===== src/hdl/mz_config.svh =====
`ifndef MZ_CONFIG_SVH
`define MZ_CONFIG_SVH

// --------------------
// Host bus
// --------------------
`define MZ_ADDR_W 24          // Mezzanine address width
`define MZ_DATA_W 32          // Bus data width
`define MZ_LANES 4            // Byte lanes per word

// --------------------
// Buffer RAM and map
// --------------------
`define MZ_RAM_IDX_W 9        // 512 words
`define MZ_REG_PAGE 4'h0      // Value of addr[15:12] for the register page

// Strobe input stages before the level qualifier
`define MZ_SYNC_STAGES 2

`endif


===== src/hdl/mz_bus_pkg.sv =====
`default_nettype none
`include "mz_config.svh"

package mz_bus_pkg;

  typedef logic [`MZ_ADDR_W-1:0] bus_addr_t;  // Latched host address
  typedef logic [`MZ_DATA_W-1:0] bus_data_t;  // One bus word
  typedef logic [7:0]            reg_off_t;   // Offset inside register page

  // Bus sequencer
  typedef enum logic [2:0] {
    SEQ_IDLE,       // Waiting for strobe
    SEQ_DECODE,     // Address latched
    SEQ_ACCESS,     // Register, RAM or sum access
    SEQ_READ_WAIT,  // RAM read data arrives
    SEQ_ACK,        // Raise DTACK
    SEQ_HOLD_ACK    // DTACK high until strobe drops
  } seq_state_t;

  // Decoder control register offsets
  localparam reg_off_t REG_RUN    = 8'h00;  // Start level in bit 0
  localparam reg_off_t REG_NCS    = 8'h10;  // Coding scheme
  localparam reg_off_t REG_NCT    = 8'h14;  // Channel type
  localparam reg_off_t REG_N1     = 8'h18;
  localparam reg_off_t REG_N2     = 8'h1c;
  localparam reg_off_t REG_NNOBPA = 8'h20;  // Out bits part A
  localparam reg_off_t REG_NNOBPB = 8'h24;  // Out bits part B
  localparam reg_off_t REG_PPPA   = 8'h28;  // Puncture pattern A
  localparam reg_off_t REG_PPPB   = 8'h2c;  // Puncture pattern B
  localparam reg_off_t REG_LVL    = 8'h30;  // Level

endpackage

`default_nettype wire


===== src/hdl/mz_mem_pkg.sv =====
`default_nettype none
`include "mz_config.svh"

package mz_mem_pkg;

  // --------------------
  // Buffer RAM types
  // --------------------
  typedef logic [`MZ_DATA_W-1:0]    ram_word_t;  // One RAM word
  typedef logic [`MZ_RAM_IDX_W-1:0] ram_idx_t;   // Word index
  typedef logic [`MZ_LANES-1:0]     byte_en_t;   // Lane write enables

  // Sum function word map
  localparam ram_idx_t SUM_TRIGGER_IDX = ram_idx_t'(0);  // Read returns A + B
  localparam ram_idx_t SUM_A_IDX       = ram_idx_t'(1);  // First operand
  localparam ram_idx_t SUM_B_IDX       = ram_idx_t'(2);  // Second operand

endpackage

`default_nettype wire


===== src/hdl/mem_port_if.sv =====
`default_nettype none

// One requester's view of the shared buffer RAM
interface mem_port_if (
  input logic clk  // Arbiter clock
);
  import mz_mem_pkg::*;

  logic      req;    // Held until gnt
  byte_en_t  we;     // Lane writes and all zero on read
  ram_idx_t  idx;    // Word index
  ram_word_t wdata;  // Write word
  ram_word_t rdata;  // Valid the cycle after gnt
  logic      gnt;    // Access happens this cycle

  modport requester (
    output req,
    output we,
    output idx,
    output wdata,
    input  rdata,
    input  gnt
  );

  modport arbiter (
    input  clk,
    input  req,
    input  we,
    input  idx,
    input  wdata,
    output rdata,
    output gnt
  );

endinterface

`default_nettype wire


===== src/hdl/mz_bus_slave.sv =====
`default_nettype none
`include "mz_config.svh"

module mz_bus_slave (
  input  logic                  clk,
  input  logic                  rst_n,
  input  logic                  bus_as,      // Address strobe level
  input  logic                  bus_rw,      // High for read
  input  logic [`MZ_LANES-1:0]  bus_byte_n,  // Active-low lanes
  input  logic [`MZ_ADDR_W-1:0] bus_addr,
  input  mz_bus_pkg::bus_data_t bus_wdata,
  output mz_bus_pkg::bus_data_t bus_rdata,
  output logic                  bus_rdata_oe,
  output logic                  bus_dtack,
  output logic                  reg_wr,      // One-cycle write strobe
  output mz_bus_pkg::reg_off_t  reg_off,
  output mz_bus_pkg::bus_data_t reg_wdata,
  input  mz_bus_pkg::bus_data_t reg_rdata,
  mem_port_if.requester         host,        // Host path to buffer RAM
  output logic                  sum_start,   // One-cycle pulse
  input  logic                  sum_done,
  input  mz_mem_pkg::ram_word_t sum_result
);
  import mz_bus_pkg::*;
  import mz_mem_pkg::*;

  logic [`MZ_SYNC_STAGES-1:0] as_sync;   // Strobe synchronizer
  logic                       as_det;    // Qualified strobe
  seq_state_t                 state;
  seq_state_t                 state_nxt;
  logic                       dtack_q;
  bus_addr_t                  addr_q;    // Latched at strobe
  bus_data_t                  wdata_q;
  logic [`MZ_LANES-1:0]       byte_n_q;
  logic                       rw_q;
  bus_data_t                  rdata_q;   // Returned read word
  ram_idx_t                   word_idx;
  logic                       sel_reg;   // Register page hit
  logic                       sel_sum;   // Read of sum trigger word

  // --------------------
  // Strobe detect
  // --------------------
  always_ff @(posedge clk or negedge rst_n) begin
    if (!rst_n) begin
      as_sync <= '0;
    end else begin
      as_sync <= {as_sync[`MZ_SYNC_STAGES-2:0], bus_as};  // Shift in raw strobe
    end
  end

  assign as_det = (&as_sync) && bus_as;  // Rise is late, fall is immediate

  // Address decode on latched fields
  assign word_idx = addr_q[`MZ_RAM_IDX_W+1:2];             // Word address
  assign sel_reg  = (addr_q[15:12] == `MZ_REG_PAGE);
  assign sel_sum  = !sel_reg && rw_q && (word_idx == SUM_TRIGGER_IDX);

  // --------------------
  // Sequencer
  // --------------------
  always_comb begin
    state_nxt = state;
    case (state)
      SEQ_IDLE: begin
        if (as_det) begin
          state_nxt = SEQ_DECODE;
        end
      end
      SEQ_DECODE: state_nxt = SEQ_ACCESS;
      SEQ_ACCESS: begin
        if (sel_reg) begin
          state_nxt = SEQ_ACK;                             // Registers take one cycle
        end else if (sel_sum) begin
          if (sum_done) begin
            state_nxt = SEQ_ACK;
          end
        end else if (host.gnt) begin
          state_nxt = rw_q ? SEQ_READ_WAIT : SEQ_ACK;      // Read data next cycle
        end
      end
      SEQ_READ_WAIT: state_nxt = SEQ_ACK;
      SEQ_ACK:       state_nxt = SEQ_HOLD_ACK;
      SEQ_HOLD_ACK: begin
        if (!as_det) begin
          state_nxt = SEQ_IDLE;                            // Host dropped strobe
        end
      end
      default: state_nxt = SEQ_IDLE;
    endcase
  end

  always_ff @(posedge clk or negedge rst_n) begin
    if (!rst_n) begin
      state   <= SEQ_IDLE;
      dtack_q <= 1'b0;
    end else begin
      state <= state_nxt;
      if (state == SEQ_ACK) begin
        dtack_q <= 1'b1;                                   // Raise DTACK
      end else if (state_nxt == SEQ_IDLE) begin
        dtack_q <= 1'b0;                                   // Drop with strobe
      end
    end
  end

  // Latched bus fields and read capture
  always_ff @(posedge clk) begin
    case (state)
      SEQ_IDLE: begin
        if (as_det) begin
          addr_q   <= bus_addr;
          wdata_q  <= bus_wdata;
          byte_n_q <= bus_byte_n;
          rw_q     <= bus_rw;
        end
      end
      SEQ_ACCESS: begin
        if (sel_reg) begin
          rdata_q <= reg_rdata;                            // Register readback
        end else if (sel_sum && sum_done) begin
          rdata_q <= sum_result;
        end
      end
      SEQ_READ_WAIT: rdata_q <= host.rdata;                // RAM word
      default: ;
    endcase
  end

  // Register strobes
  assign reg_wr    = (state == SEQ_ACCESS) && sel_reg && !rw_q;
  assign reg_off   = addr_q[7:0];
  assign reg_wdata = wdata_q;                              // Full word

  // Sum trigger and RAM request
  assign sum_start  = (state == SEQ_DECODE) && sel_sum;
  assign host.req   = (state == SEQ_ACCESS) && !sel_reg && !sel_sum;
  assign host.we    = rw_q ? '0 : ~byte_n_q;               // Low byte_n lanes only
  assign host.idx   = word_idx;
  assign host.wdata = wdata_q;

  // Bus outputs
  assign bus_rdata    = rdata_q;
  assign bus_rdata_oe = bus_as && bus_rw;                  // Drive while read strobe high
  assign bus_dtack    = dtack_q;

  a_no_dtack_idle: assert property (@(posedge clk) disable iff (!rst_n)
    (state == SEQ_IDLE) |-> !bus_dtack);

endmodule

`default_nettype wire


===== src/flat_wrapper.sv =====
// flat-port wrapper written by rule: the top's interface ports become plain ports
module mz_bus_slave_flat import mz_bus_pkg::*; import mz_mem_pkg::*;
  (clk, rst_n, bus_as, bus_rw, bus_byte_n, bus_addr, bus_wdata, bus_rdata, bus_rdata_oe, bus_dtack, reg_wr, reg_off, reg_wdata, reg_rdata, sum_start, sum_done, sum_result, host_req, host_we, host_idx, host_wdata, host_rdata, host_gnt);
  mem_port_if host_i (.clk(clk));
  input  logic clk;
  input  logic rst_n;
  input  logic bus_as;
  input  logic bus_rw;
  input  logic [`MZ_LANES-1:0] bus_byte_n;
  input  logic [`MZ_ADDR_W-1:0] bus_addr;
  input  mz_bus_pkg::bus_data_t bus_wdata;
  output mz_bus_pkg::bus_data_t bus_rdata;
  output logic bus_rdata_oe;
  output logic bus_dtack;
  output logic reg_wr;
  output mz_bus_pkg::reg_off_t reg_off;
  output mz_bus_pkg::bus_data_t reg_wdata;
  input  mz_bus_pkg::bus_data_t reg_rdata;
  output logic sum_start;
  input  logic sum_done;
  input  mz_mem_pkg::ram_word_t sum_result;
  output wire logic [$bits(host_i.req)-1:0] host_req;
  output wire logic [$bits(host_i.we)-1:0] host_we;
  output wire logic [$bits(host_i.idx)-1:0] host_idx;
  output wire logic [$bits(host_i.wdata)-1:0] host_wdata;
  input wire logic [$bits(host_i.rdata)-1:0] host_rdata;
  input wire logic [$bits(host_i.gnt)-1:0] host_gnt;
  assign host_req = host_i.req;
  assign host_we = host_i.we;
  assign host_idx = host_i.idx;
  assign host_wdata = host_i.wdata;
  assign host_i.rdata = host_rdata;
  assign host_i.gnt = host_gnt;
  mz_bus_slave u_core (.clk(clk), .rst_n(rst_n), .bus_as(bus_as), .bus_rw(bus_rw), .bus_byte_n(bus_byte_n), .bus_addr(bus_addr), .bus_wdata(bus_wdata), .bus_rdata(bus_rdata), .bus_rdata_oe(bus_rdata_oe), .bus_dtack(bus_dtack), .reg_wr(reg_wr), .reg_off(reg_off), .reg_wdata(reg_wdata), .reg_rdata(reg_rdata), .host(host_i), .sum_start(sum_start), .sum_done(sum_done), .sum_result(sum_result));
endmodule

===== config.mk =====
export PLATFORM = sky130hd
export DESIGN_NAME = mz_bus_slave_flat
export DESIGN_NICKNAME = d
export VERILOG_FILES = /design/src/hdl/mz_bus_pkg.sv /design/src/hdl/mz_mem_pkg.sv /design/src/hdl/mem_port_if.sv /design/src/hdl/mz_bus_slave.sv /design/src/flat_wrapper.sv
export VERILOG_INCLUDE_DIRS = /design/src /design/src/hdl
export SDC_FILE = /design/constraint.sdc
export NUM_CORES = 1
export LEC_CHECK = 0
export ABC_CLOCK_PERIOD_IN_PS = 10800
export CAP_MARGIN = 10
export CORE_AREA = 5 5 108 110
export DETAILED_ROUTE_END_ITERATION = 8
export DIE_AREA = 0 0 113 115
export DONT_BUFFER_PORTS = 1
export SYNTH_ARGS = -nofsm -noshare
export SYNTH_HDL_FRONTEND = slang
export SYNTH_SLANG_ARGS = --single-unit

===== constraint.sdc =====
create_clock -name clk -period 10.8 [get_ports clk]
set_input_delay 0.54 -clock clk [delete_from_list [all_inputs] [get_ports clk]]
set_output_delay 0.54 -clock clk [all_outputs]
set_load 0.05 [all_outputs]

==> out/results.md, run 1 <==
| Parameter | Reported | Unit |
| --- | --- | --- |
| Overall global routing resource usage | 12.1 | % |
| Status | completed | - |
| Required time at the worst-slack endpoint | 10260 | ps |
| Number of unique standard cell types used by synthesis | 32 | - |
| Final setup skew | 9.67 | ps |
| Pwr/cell area | 222 | nW/um2 |
| Synthesis Warnings | 0 | - |
| Gpl congestion | 0.749 | - |
| Busiest grt layer | met2 | - |
| Hold crit path type | input pin to flop | - |
| Accumulated negative setup slack | 0 | ps |
| Fraction of the yosys area taken by sequential cells | 67.0 | % |
| Fraction of final layout cells with drive strength greater than 1 | 12.7 | % |
| Setup crit start | u_core.addr_q[6] | - |
| DIE AREA | 13000 | um2 |
| Number of vias in the routed layout | 1967 | - |
| DRC marker count from the first detailed-route iteration | 97 | - |
| Layout Area Growth over Synthesis | 0.345 | % |
| Portion of netlist area occupied by mux cells | 8.03 | % |
| Worst reg2reg path endpoint | u_core.bus_rdata[13] | - |
| X dimension of the die | 113 | um |
| Xor/xnor share of the synthesized area | 0 | % |
| Routed via count divided by cell count | 5.12 | - |
| Worst slack at placement | 7860 | ps |
| Worst hold path startpoint | bus_as | - |
| Router iterations before antenna repair | 4 | - |
| Data arrival, critical path | 2490 | ps |
| Global-route met3 utilization | 6.47 | % |
| Cell taking the most area after synthesis | sky130_fd_sc_hd__edfxtp_1 | - |
| Final period utilization | 28.1 | % |
| Final setup violation count | 0 | - |
| Main combinational cell family by area after synthesis | buffers and inverters | - |
| Post-synthesis average cell area | 14.1 | um2 |
| Clock tree from TritonCTS | done | - |
| Slowest cell on crit path | sky130_fd_sc_hd__edfxtp_1 | - |
| Sequential cell area | 2670 | um2 |
| Post-Synth Simple-Gate Area | 7.34 | % |
| Post-synthesis cell count | 283 | - |
| Startpoint type of the worst setup path | flop | - |
| Number of clock buffers inserted by TritonCTS | 9 | - |
| Multi-input gate area | 907 | um2 |
| Clock insertion delay at the later pin of the skew report | 370 | ps |
| Pin count of the biggest net entering global routing | 65 | - |
| Sort of element at the end of the critical path | output port | - |
| Final Hold Viols | 0 | - |
| Remaining Overflow, GRT | 0 | - |
| Post_cts resized | 0 | - |
| Largest stage delay, worst path | 800 | ps |
| Net count after synthesis | 445 | - |
| Predominant post-synthesis flop cell | sky130_fd_sc_hd__edfxtp_1 | - |
| Capture point of the critical path | sum_start | - |
| Core Area | 10600 | um2 |
| Number of port buffers | 0 | - |
| Global routing met1 resource utilization | 12.0 | % |
| Clock transition at the register clock pins on the worst setup and hold paths after CTS | 90 | ps |
| Number of nets still failing antenna checks after routing | 0 | - |
| Final Max Tran Viols | 0 | - |
| Max-Cap Viols | 0 | - |
| H-tree levels | 3 | - |
| Critical Setup Path Class | flop to output port | - |
| Unrepaired setup endpoints after global routing | no | - |
| Wire length of the first global-routing pass | 11.6 | mm |
| Max Clk Rate | 330 | MHz |
| Commonest non-fill, non-tap cell in the layout | sky130_fd_sc_hd__edfxtp_1 | - |
| Post-CTS setup-driven buffer insertion count | 0 | - |
| EDFF count, synth | 84 | - |
| Antenna Cells | 0 | - |
| Worst path setup slack after routing | 7770 | ps |
| Max-Slew Margin vs Limit | 33.6 | % |
| Clk buf depth | 2 | - |
| R2R Path Start | u_core.addr_q[6] | - |
| Total wire length | 8.34 | mm |
| Critical path fanouts, max | 5 | - |
| Post-synthesis instance area | 3990 | um2 |
| R2R depth | 4 | - |
| Cell at the root of the clock tree | sky130_fd_sc_hd__clkbuf_8 | - |
| Top-Level Pins | 284 | - |
| Total of flip-flops plus latches after synthesis | 90 | - |
| Via count of the first global-routing pass | 2038 | - |
| Fill cell count | 989 | - |
| Number of antenna violations at the first check in global routing | 0 | - |
| Die boundary height | 115 | um |
| Total DRC errors in the routed layout | 0 | - |
| Top cells by area in the synthesized netlist | sky130_fd_sc_hd__edfxtp_1, sky130_fd_sc_hd__buf_4, sky130_fd_sc_hd__mux2i_1 | - |
| Final #Nets | 401 | - |
| Post-layout min period | 3030 | ps |
| Post-synthesis compound-gate area fraction | 6.27 | % |
| Internal reg-to-reg setup slack | 7920 | ps |
| Rows | 38 | - |
| Most used cells in the layout excluding fill and tap cells | sky130_fd_sc_hd__edfxtp_1, sky130_fd_sc_hd__nand2_1, sky130_fd_sc_hd__mux2i_1, sky130_fd_sc_hd__o21ai_1, sky130_fd_sc_hd__clkbuf_8 | - |
| Worst Tran Pin Value | 995 | ps |
| Post-DP HPWL | 6.54 | mm |
| Initial cell density of the core | 37.6 | % |
| Drt wl/cell | 21.7 | um |
| Leakage power total | 1.17 | nW |
| Fraction of synthesized cell area taken by the top area cell type | 63.2 | % |
| Peak VDD IR | 0.129 | mV |
| Met2 track demand over resource | 20.7 | % |
| Cells along the critical path | nor4_1 -> and3_4 -> nor4b_2 -> buf_4 | - |
| Final std cell area, no fill | 4010 | um2 |
| Sink Count | 90 | - |
| Adder-cell area share of the yosys netlist | 0.251 | % |
| Share of async-settable or async-resettable flops after synthesis | 6.67 | % |
| Placement-stage cell area | 3800 | um2 |
-- through the flow --
step           hold WS, ps  utilization (%)  std cells  power [mW]
2_1_floorplan          244                -        283       0.658
6_report               201             37.8        384       0.890
5_1_grt                165             37.8        384       0.935
3_5_place_dp           245             35.8        367       0.675
4_1_cts                164             37.8        384       0.904
3_3_place_gp           245             35.8        367       0.671
-- cell usage after synthesis, types with 2 or more instances --
| cell | count |
|---|---|
| sky130_fd_sc_hd__nor2_1 | 7 |
| sky130_fd_sc_hd__o21ai_0 | 5 |
| sky130_fd_sc_hd__buf_6 | 3 |
| sky130_fd_sc_hd__nor4_1 | 3 |
| sky130_fd_sc_hd__o21ai_1 | 28 |
| sky130_fd_sc_hd__dfrtp_1 | 6 |
| sky130_fd_sc_hd__edfxtp_1 | 84 |
| sky130_fd_sc_hd__buf_2 | 2 |
| sky130_fd_sc_hd__mux2i_1 | 32 |
| sky130_fd_sc_hd__o31ai_1 | 2 |
| sky130_fd_sc_hd__nand2b_1 | 3 |
| sky130_fd_sc_hd__nor4b_1 | 2 |
| sky130_fd_sc_hd__buf_4 | 50 |
| sky130_fd_sc_hd__nand2_1 | 33 |
| sky130_fd_sc_hd__clkbuf_1 | 6 |
-- metal layers --
layer / up-vias / share of wire, %
met5: - / 0
met4: 0 / 2.3
met3: 16 / 11
met2: 118 / 54
met1: 934 / 33
li1: 899 / -
-- report_power, final --
part           internal, mW  switching, mW  total [mW]
logic                0.0355         0.0712       0.107
clock network         0.108          0.117       0.225
registers             0.429          0.128       0.558
-- sequential cells by signal, indices dropped and copies added (netlist names) --
register / flops
u_core.bus_dtack: 1
u_core.bus_rdata: 32
u_core.rw_q: 1
u_core.state: 3
u_core.addr_q: 15
u_core.as_sync: 2
u_core.byte_n_q: 4
u_core.host.wdata: 32
-- area by class of cell --
| type | count | area share (%) |
|---|---|---|
| clock buffers | 9 | 3.09 |
| flip-flops and latches | 90 | 66.7 |
| multi-input cells | 131 | 22.6 |
| repair buffers | 6 | 1.19 |
| well taps | 140 | 4.37 |
| clock inverters | 7 | 1.87 |
| inverters | 1 | 0.0937 |
-- cell families after synthesis --
family          count (synthesis)
simple gates                   56
flops                          90
compound gates                 42
fa+ha+maj                       1
mux                            32
buf+inv                        62
-- how the worst min path moves through the flow --
stage | end | slack, ps | depth (start not counted)
finish | u_core.as_sync[0] | 200 | 0
global route | u_core.as_sync[0] | 160 | 0
CTS | u_core.as_sync[0] | 160 | 0
detailed placement | u_core.as_sync[0] | 240 | 0
global placement | u_core.as_sync[0] | 240 | 0
floorplan | u_core.as_sync[0] | 240 | 0
-- worst max-delay path: cells and delay by family, from the launching register on --
family / cells / cell delay [ps]
flops: 1 / 800
buf+inv: 1 / 240
simple gates: 3 / 1080
-- repair_timing --
action,in CTS,in global routing
setup endpoints to repair,0,0
hold buffers,1,0
endpoints found under the hold margin,6,0
No activity file was read; power rests on OpenSTA's default activity.
==> inputs of run 2 (changes only) <==
--- a/config.mk
+++ b/config.mk
@@ -6,7 +6,7 @@
 export SDC_FILE = /design/constraint.sdc
 export NUM_CORES = 1
 export LEC_CHECK = 0
-export ABC_CLOCK_PERIOD_IN_PS = 10800
+export ABC_CLOCK_PERIOD_IN_PS = 3000
 export CAP_MARGIN = 10
 export CORE_AREA = 5 5 108 110
 export DETAILED_ROUTE_END_ITERATION = 8
==> constraint.sdc (replaced) <==
create_clock -name clk -period 3 [get_ports clk]
set_input_delay 0.15 -clock clk [delete_from_list [all_inputs] [get_ports clk]]
set_output_delay 0.15 -clock clk [all_outputs]
set_load 0.05 [all_outputs]
==> run 2 against run 1 <==
Final cell count increased by 24%. Via count grew 18%. Total power rose to 3.8 times the previous value. Die area unchanged. Critical path type unchanged. Largest power group unchanged.
==> out/results.md, run 2 (same netlist as run 1, synthesis figures left out) <==
| Parameter | Reported | Unit | vs previous |
| --- | --- | --- | --- |
| Max-Cap Viols | 0 | - | unchanged |
| Peak VDD IR | 0.411 | mV | +220% |
| Status | completed | - |  |
| Data arrival, critical path | 2140 | ps | -350 ps |
| Startpoint type of the worst setup path | flop | - |  |
| Core Area | 10600 | um2 | unchanged |
| Slowest cell on crit path | sky130_fd_sc_hd__edfxtp_1 | - |  |
| Antenna Cells | 0 | - | unchanged |
| Placed cell count | 377 | - | +2.7% |
| Wire length of the first global-routing pass | 13.5 | mm | +17% |
| Final Max Tran Viols | 0 | - | unchanged |
| Sink Count | 90 | - | unchanged |
| Clock transition at the register clock pins on the worst setup and hold paths after CTS | 90 | ps | about the same |
| Setup crit start | u_core.addr_q[10] | - |  |
| Pin count of the biggest net entering global routing | 65 | - | unchanged |
| Router iterations before antenna repair | 7 | - | +3 |
| Worst Tran Pin Value | 974 | ps | -21.5 ps |
| Final #Nets | 493 | - | +23% |
| Unrepaired setup endpoints after global routing | no | - |  |
| H-tree levels | 3 | - | unchanged |
| Number of antenna violations at the first check in global routing | 0 | - | unchanged |
| Die boundary height | 115 | um | unchanged |
| Gpl congestion | 0.746 | - | -0.41% |
| Post-DP HPWL | 6.59 | mm | +0.78% |
| Post_cts resized | 0 | - | unchanged |
| Required time at the worst-slack endpoint | 2850 | ps | -7410 ps |
| Hold crit path type | input pin to flop | - |  |
| Post-layout min period | 2290 | ps |  |
| Worst reg2reg path endpoint | u_core.bus_rdata[16] | - |  |
| R2R Path Start | u_core.addr_q[10] | - |  |
| Fill cell count | 895 | - | -9.5% |
| Cell at the root of the clock tree | sky130_fd_sc_hd__clkbuf_8 | - |  |
| Max Clk Rate | 437 | MHz |  |
| Initial cell density of the core | 37.6 | % | unchanged |
| Worst path setup slack after routing | 714 | ps | -7050 ps |
| Internal Pwr Total | 2.23 | mW | +290% |
| R2R depth | 5 | - | +1 |
| Internal reg-to-reg setup slack | 750 | ps | -7170 ps |
| Total design power | 3.40 | mW | +280% |
| Part of the total power dissipated in the clock network | 26.3 | % | +1.0 points |
| Number of vias in the routed layout | 2317 | - | +18% |
| Largest stage delay, worst path | 620 | ps | -180 ps |
| Share of power burned in combinational logic | 15.7 | % | +3.7 points |
| Fraction of final layout cells with drive strength greater than 1 | 12.2 | % | -0.50 points |
| Clock insertion delay at the later pin of the skew report | 360 | ps | about the same |
| DRC marker count from the first detailed-route iteration | 142 | - | +46% |
| Clk buf depth | 2 | - | unchanged |
| Rows | 38 | - | unchanged |
| Routed via count divided by cell count | 4.87 | - | -5.0% |
| Drt wl/cell | 20.3 | um | -6.4% |
| Critical path fanouts, max | 5 | - | unchanged |
| Number of port buffers | 0 | - | unchanged |
| Total wire length | 9.68 | mm | +16% |
| Most used cells in the layout excluding fill and tap cells | sky130_fd_sc_hd__edfxtp_1, sky130_fd_sc_hd__dlygate4sd3_1, sky130_fd_sc_hd__nand2_1, sky130_fd_sc_hd__mux2i_1, sky130_fd_sc_hd__o21ai_1 | - |  |
| Number of clock buffers inserted by TritonCTS | 9 | - | unchanged |
| Total DRC errors in the routed layout | 0 | - | unchanged |
| Final Hold Viols | 0 | - | unchanged |
| Switching portion of total power | 34.6 | % | -1.1 points |
| Final setup violation count | 0 | - | unchanged |
| Max-Slew Margin vs Limit | 35.2 | % | +1.6 points |
| Sort of element at the end of the critical path | output port | - |  |
| Final setup skew | 8.11 | ps | -1.56 ps |
| X dimension of the die | 113 | um | unchanged |
| Sequential fraction of design power | 58.1 | % | -4.6 points |
| Layout Area Growth over Synthesis | 23.7 | % |  |
| Worst slack at placement | 739 | ps | -7120 ps |
| Accumulated negative setup slack | 0 | ps | unchanged |
| Final period utilization | 76.2 | % |  |
| Clock tree from TritonCTS | done | - |  |
| Critical Setup Path Class | flop to output port | - |  |
| Remaining Overflow, GRT | 0 | - | unchanged |
| Leakage power total | 1.59 | nW | +35% |
| Pwr/cell area | 689 | nW/um2 | +210% |
| Number of nets still failing antenna checks after routing | 0 | - | unchanged |
| Cells along the critical path | nor4_1 -> and3_4 -> nor4b_2 -> buf_4 | - |  |
| Capture point of the critical path | sum_start | - |  |
| DIE AREA | 13000 | um2 | unchanged |
| Top-Level Pins | 284 | - | unchanged |
| Post-CTS setup-driven buffer insertion count | 0 | - | unchanged |
| Overall global routing resource usage | 14.0 | % | +1.8 points |
| Via count of the first global-routing pass | 2443 | - | +20% |
| Final instance count without filler cells | 476 | - | +24% |
| Commonest non-fill, non-tap cell in the layout | sky130_fd_sc_hd__edfxtp_1 | - |  |
| Final core area utilization | 46.6 | % | +8.8 points |
| Total net switching power | 1.18 | mW | +270% |
-- run 2: worst max-delay path: cells and delay by family, from the launching register on --
family	cells	cell delay [ps]
buffers and inverters	1	250
DFF	1	620
and+or+nand+nor	3	900
-- run 2: worst min-delay path by stage --
stage,start,to,cells past startpoint,slack [ps]
finish,host_rdata[13],u_core.bus_rdata[13],2,30
global route,host_rdata[9],u_core.bus_rdata[9],2,2
CTS,host_rdata[9],u_core.bus_rdata[9],2,10
detailed placement,rst_n,u_core.as_sync[0],0,-150
global placement,rst_n,u_core.as_sync[0],0,-150
floorplan,rst_n,u_core.as_sync[0],0,-150
-- run 2: timing repair --
action                                  in CTS  in global routing
endpoints found under the setup margin       0                  0
hold buffers                                83                  0
hold endpoints to repair                    88                  0
-- run 2: layer usage --
| layer | global-route usage [%] | up-vias | wire (um) |
|---|---|---|---|
| met5 | 0 | - | 0 |
| met1 | 13.6 | 1097 | 3280 |
| met4 | 4.89 | 0 | 157 |
| met2 | 25.6 | 127 | 5400 |
| met3 | 7.11 | 12 | 841 |
| li1 | - | 1081 | - |
-- run 2: stage by stage --
step | hold WS [ps] | cell area [um2]
after floorplan | -146 | 4010
after global placement | -145 | 3890
after detailed placement | -145 | 3890
after CTS | 12.1 | 4940
after global routing | 1.67 | 4940
final | 34.8 | 4940
-- run 2: power by group through the flow --
stage / logic, mW / clock network (mW) / registers, mW
floorplan: 0.503 / 0 / 1.87
global placement: 0.442 / 0 / 2.00
detailed placement: 0.450 / 0 / 2.01
CTS: 0.542 / 0.925 / 1.98
global route: 0.582 / 0.977 / 1.99
finish: 0.534 / 0.893 / 1.98
-- run 2: area by class of cell --
cell class	instances	area (um2)	area share, %
Multi-Input combinational cell	131	916	18.5
Clock inverter	7	91.3	1.85
Timing Repair Buffer	98	956	19.4
Tap cell	140	175	3.55
Clock buffer	9	124	2.51
Inverter	1	3.75	0.0760
Sequential cell	90	2670	54.1
==> inputs of run 3 (changes only) <==
--- a/config.mk
+++ b/config.mk
@@ -6,11 +6,11 @@
 export SDC_FILE = /design/constraint.sdc
 export NUM_CORES = 1
 export LEC_CHECK = 0
-export ABC_CLOCK_PERIOD_IN_PS = 3000
+export ABC_CLOCK_PERIOD_IN_PS = 2020
 export CAP_MARGIN = 10
-export CORE_AREA = 5 5 108 110
+export CORE_AREA = 5 5 106 108
 export DETAILED_ROUTE_END_ITERATION = 8
-export DIE_AREA = 0 0 113 115
+export DIE_AREA = 0 0 111 113
 export DONT_BUFFER_PORTS = 1
 export SYNTH_ARGS = -nofsm -noshare
 export SYNTH_HDL_FRONTEND = slang
==> constraint.sdc (replaced) <==
create_clock -name clk -period 2.02 [get_ports clk]
set_input_delay 0.101 -clock clk [delete_from_list [all_inputs] [get_ports clk]]
set_output_delay 0.101 -clock clk [all_outputs]
set_load 0.05 [all_outputs]
==> run 3 against run 2 <==
The flow now stops in 4_1_cts. Synthesized cell count did not move. Synthesized area is the same.
==> out/results.md, run 3 <==
| Parameter | Reported | Unit | vs previous |
| --- | --- | --- | --- |
| Status | did not finish | - |  |
| Stopping stage | 4_1_cts | - |  |
| Tool error message | [ERROR RSZ-0060] Max buffer count reached. | - |  |
| Post-synthesis cell count | 283 | - | unchanged |
| Predominant post-synthesis flop cell | sky130_fd_sc_hd__edfxtp_1 | - |  |
| Synthesis Warnings | 0 | - | unchanged |
| Initial cell density of the core | 39.4 | % | +1.7 points |
| Number of clock buffers inserted by TritonCTS | 9 | - | unchanged |
| Post-synthesis instance area | 3990 | um2 | unchanged |
| Fraction of synthesized cell area taken by the top area cell type | 63.2 | % | unchanged |
| Post_cts resized | 1 | - | +1 |
| List of most frequent post-synthesis cells | sky130_fd_sc_hd__edfxtp_1, sky130_fd_sc_hd__buf_4, sky130_fd_sc_hd__nand2_1, sky130_fd_sc_hd__mux2i_1, sky130_fd_sc_hd__o21ai_1 | - |  |
| Fraction of the yosys area taken by sequential cells | 67.0 | % | unchanged |
| EDFF count, synth | 84 | - | unchanged |
| Gpl congestion | 0.765 | - | +2.5% |
| Share of async-settable or async-resettable flops after synthesis | 6.67 | % | unchanged |
| Top cells by area in the synthesized netlist | sky130_fd_sc_hd__edfxtp_1, sky130_fd_sc_hd__buf_4, sky130_fd_sc_hd__mux2i_1 | - |  |
| Total of flip-flops plus latches after synthesis | 90 | - | unchanged |
| Hold_buf cts | 101 | - | +22% |
| Cell at the root of the clock tree | sky130_fd_sc_hd__clkbuf_8 | - |  |
| Number of port buffers | 0 | - | unchanged |
| Clk buf depth | 2 | - | unchanged |
| Rows | 37 | - | -2.6% |
| Cell taking the most area after synthesis | sky130_fd_sc_hd__edfxtp_1 | - |  |
| H-tree levels | 3 | - | unchanged |
| Sink Count | 90 | - | unchanged |
| Worst slack at placement | 108 | ps | -631 ps |
| X dimension of the die | 111 | um | -1.8% |
| Most common cell in the synthesized netlist | sky130_fd_sc_hd__edfxtp_1 | - |  |
| Die boundary height | 113 | um | -1.7% |
| Net count after synthesis | 445 | - | unchanged |
| Post-DP HPWL | 7.81 | mm | +19% |
| Post-CTS setup-driven buffer insertion count | 4 | - | +4 |
| Top-Level Pins | 284 | - | unchanged |
| Post-synthesis average cell area | 14.1 | um2 | unchanged |
| Number of unique standard cell types used by synthesis | 32 | - | unchanged |
-- run 3: cell counts after synthesis --
Identical to the previous run, type by type.
-- run 3: cell families after synthesis --
family                     count (synthesis)  share of synthesized area, %
buffers and inverters                     62                          11.2
AOI/OAI and AO/OA                         42                          6.27
DFF                                       90                          67.0
adders and majority gates                  1                         0.251
and+or+nand+nor                           56                          7.34
muxes                                     32                          8.03
-- run 3: stage by stage --
stage / utilization [%] / TNS [ps] / cell area [um2] / std cells / hold WS, ps
after floorplan: - / -33950 / 4080 / 283 / -195
after global placement: 42.8 / 0 / 4340 / 420 / -194
after detailed placement: 42.8 / 0 / 4340 / 420 / -194
==> inputs of run 4 (changes only) <==
--- a/config.mk
+++ b/config.mk
@@ -6,12 +6,13 @@
 export SDC_FILE = /design/constraint.sdc
 export NUM_CORES = 1
 export LEC_CHECK = 0
-export ABC_CLOCK_PERIOD_IN_PS = 2020
+export ABC_CLOCK_PERIOD_IN_PS = 2650
 export CAP_MARGIN = 10
-export CORE_AREA = 5 5 106 108
+export CORE_MARGIN = 5
+export CORE_UTILIZATION = 40
 export DETAILED_ROUTE_END_ITERATION = 8
-export DIE_AREA = 0 0 111 113
 export DONT_BUFFER_PORTS = 1
+export PLACE_DENSITY_LB_ADDON = 0.15
 export SYNTH_ARGS = -nofsm -noshare
 export SYNTH_HDL_FRONTEND = slang
 export SYNTH_SLANG_ARGS = --single-unit
==> constraint.sdc (replaced) <==
create_clock -name clk -period 2.65 [get_ports clk]
set_input_delay 0.1325 -clock clk [delete_from_list [all_inputs] [get_ports clk]]
set_output_delay 0.1325 -clock clk [all_outputs]
set_load 0.05 [all_outputs]
==> run 4 against run 3 <==
The flow now finishes without violations.
==> out/results.md, run 4 (same netlist as run 1, synthesis figures left out) <==
| Parameter | Reported | Unit | vs previous |
| --- | --- | --- | --- |
| Fraction of final layout cells with drive strength greater than 1 | 14.2 | % |  |
| Max-Cap Viols | 0 | - |  |
| Final period utilization | 78.2 | % |  |
| Overall global routing resource usage | 15.1 | % |  |
| Worst Tran Pin Value | 970 | ps |  |
| Worst path setup slack after routing | 578 | ps |  |
| Final #Nets | 496 | - |  |
| Total DRC errors in the routed layout | 0 | - |  |
| Number of antenna violations at the first check in global routing | 0 | - |  |
| Critical path fanouts, max | 5 | - |  |
| Die boundary height | 110 | um | -2.8% |
| Most used cells in the layout excluding fill and tap cells | sky130_fd_sc_hd__edfxtp_1, sky130_fd_sc_hd__dlygate4sd3_1, sky130_fd_sc_hd__nand2_1, sky130_fd_sc_hd__mux2i_1, sky130_fd_sc_hd__o21ai_1 | - |  |
| Leakage power total | 1.58 | nW |  |
| Pin count of the biggest net entering global routing | 41 | - |  |
| Total design power | 3.76 | mW |  |
| Worst slack at placement | 664 | ps | +556 ps |
| Rows | 36 | - | -2.7% |
| Slowest cell on crit path | sky130_fd_sc_hd__nor4_1 | - |  |
| Max-Slew Margin vs Limit | 35.5 | % |  |
| Number of nets still failing antenna checks after routing | 0 | - |  |
| Data arrival, critical path | 1940 | ps |  |
| Number of clock buffers inserted by TritonCTS | 9 | - | unchanged |
| Status | completed | - |  |
| Post_cts resized | 0 | - | -1 |
| Final Max Tran Viols | 0 | - |  |
| Peak VDD IR | 0.330 | mV |  |
| Layout Area Growth over Synthesis | 23.2 | % |  |
| Number of vias in the routed layout | 2362 | - |  |
| Placed cell count | 375 | - | -11% |
| X dimension of the die | 110 | um | -1.0% |
| H-tree levels | 3 | - | unchanged |
| Final std cell area, no fill | 4920 | um2 |  |
| Hold crit path type | input pin to flop | - |  |
| Final setup skew | 13.3 | ps |  |
| DRC marker count from the first detailed-route iteration | 112 | - |  |
| Unrepaired setup endpoints after global routing | no | - |  |
| Clock insertion delay at the later pin of the skew report | 350 | ps |  |
| DIE AREA | 12100 | um2 |  |
| Routed via count divided by cell count | 5.01 | - |  |
| Final instance count without filler cells | 471 | - |  |
| Antenna Cells | 0 | - |  |
| Final Hold Viols | 0 | - |  |
| Pwr/cell area | 764 | nW/um2 |  |
| Router iterations before antenna repair | 4 | - |  |
| Wire length of the first global-routing pass | 13.2 | mm |  |
| Startpoint type of the worst setup path | flop | - |  |
| Cell at the root of the clock tree | sky130_fd_sc_hd__clkbuf_8 | - |  |
| Internal reg-to-reg setup slack | 700 | ps |  |
| Required time at the worst-slack endpoint | 2520 | ps |  |
| Accumulated negative setup slack | 0 | ps |  |
| Core Area | 9770 | um2 |  |
| Post-layout min period | 2070 | ps |  |
| Total wire length | 9.59 | mm |  |
| Clk buf depth | 2 | - | unchanged |
| Final setup violation count | 0 | - |  |
| Remaining Overflow, GRT | 0 | - |  |
| Largest stage delay, worst path | 430 | ps |  |
| Via count of the first global-routing pass | 2477 | - |  |
| Commonest non-fill, non-tap cell in the layout | sky130_fd_sc_hd__edfxtp_1 | - |  |
| Clock transition at the register clock pins on the worst setup and hold paths after CTS | 90 | ps |  |
| Sink Count | 90 | - | unchanged |
| Post-DP HPWL | 7.01 | mm | -10% |
| Clock tree from TritonCTS | done | - |  |
| Top-Level Pins | 284 | - | unchanged |
| Critical Setup Path Class | flop to output port | - |  |
| Placement-stage cell area | 3920 | um2 | -9.8% |
| Cells along the critical path | nor4_1 -> and3_4 -> nor4b_2 -> buf_4 | - |  |
| Sort of element at the end of the critical path | output port | - |  |
| Gpl congestion | 0.733 | - | -4.1% |
| Initial cell density of the core | 40.8 | % | +1.5 points |
| Number of port buffers | 0 | - | unchanged |
| Drt wl/cell | 20.4 | um |  |
| Max Clk Rate | 483 | MHz |  |
==> run 4: path summary, 6_finish.rpt <==
check | to | cells past startpoint | from
worst max-delay path | sum_start | 4 | u_core.addr_q[9]
worst min-delay path | u_core.bus_rdata[22] | 2 | host_rdata[22]
worst max register to register | u_core.bus_rdata[27] | 3 | u_core.state[0]
worst min register to register | u_core.as_sync[1] | 0 | u_core.as_sync[0]
max in group asynchronous | u_core.state[1] | 1 | rst_n
min in group asynchronous | u_core.as_sync[0] | 1 | rst_n
==> run 4: power breakdown <==
group / switching, mW / total (mW) / internal (mW)
sequential: 0.489 / 2.24 / 1.75
combinational: 0.365 / 0.615 / 0.250
clock: 0.474 / 0.907 / 0.434
total: 1.33 / 3.76 / 2.43
==> run 4: metal layers <==
metal	vias to the layer above	part of all wire (%)	routed length, um	GRT usage, %
met2	124	56	5340	27.6
li1	1084	-	-	-
met3	11	6.9	665	4.82
met4	0	1.3	122	5.08
met5	-	0	0	0
met1	1143	36	3460	16.2
==> run 4: repair_timing <==
| item | CTS | global route |
|---|---|---|
| endpoints found under the hold margin | 86 | 0 |
| hold buffers | 81 | 0 |
| buffers inserted | 0 | 0 |
==> run 4: final cells by class <==
type                    instances  area [um2]
fillers                       832        4860
flip-flops and latches         90        2670
repair buffers                101         961
multi-input cells             131         921
well taps                     133         166
clock buffers                   9         124
clock inverters                 6        67.6
inverters                       1        3.75
==> run 4: through the flow <==
step / utilization, % / hold slack [ps]
floorplan: - / -163
global placement: 40.1 / -163
detailed placement: 40.1 / -163
CTS: 50.3 / 3.14
global route: 50.3 / 3.14
finish: 50.3 / 17.6
==> run 4: worst max-delay path, delay by kind of cell (launching register included) <==
family | cells | cell delay, ps
and+or+nand+nor | 3 | 940
buffers and inverters | 1 | 240
DFF | 1 | 410
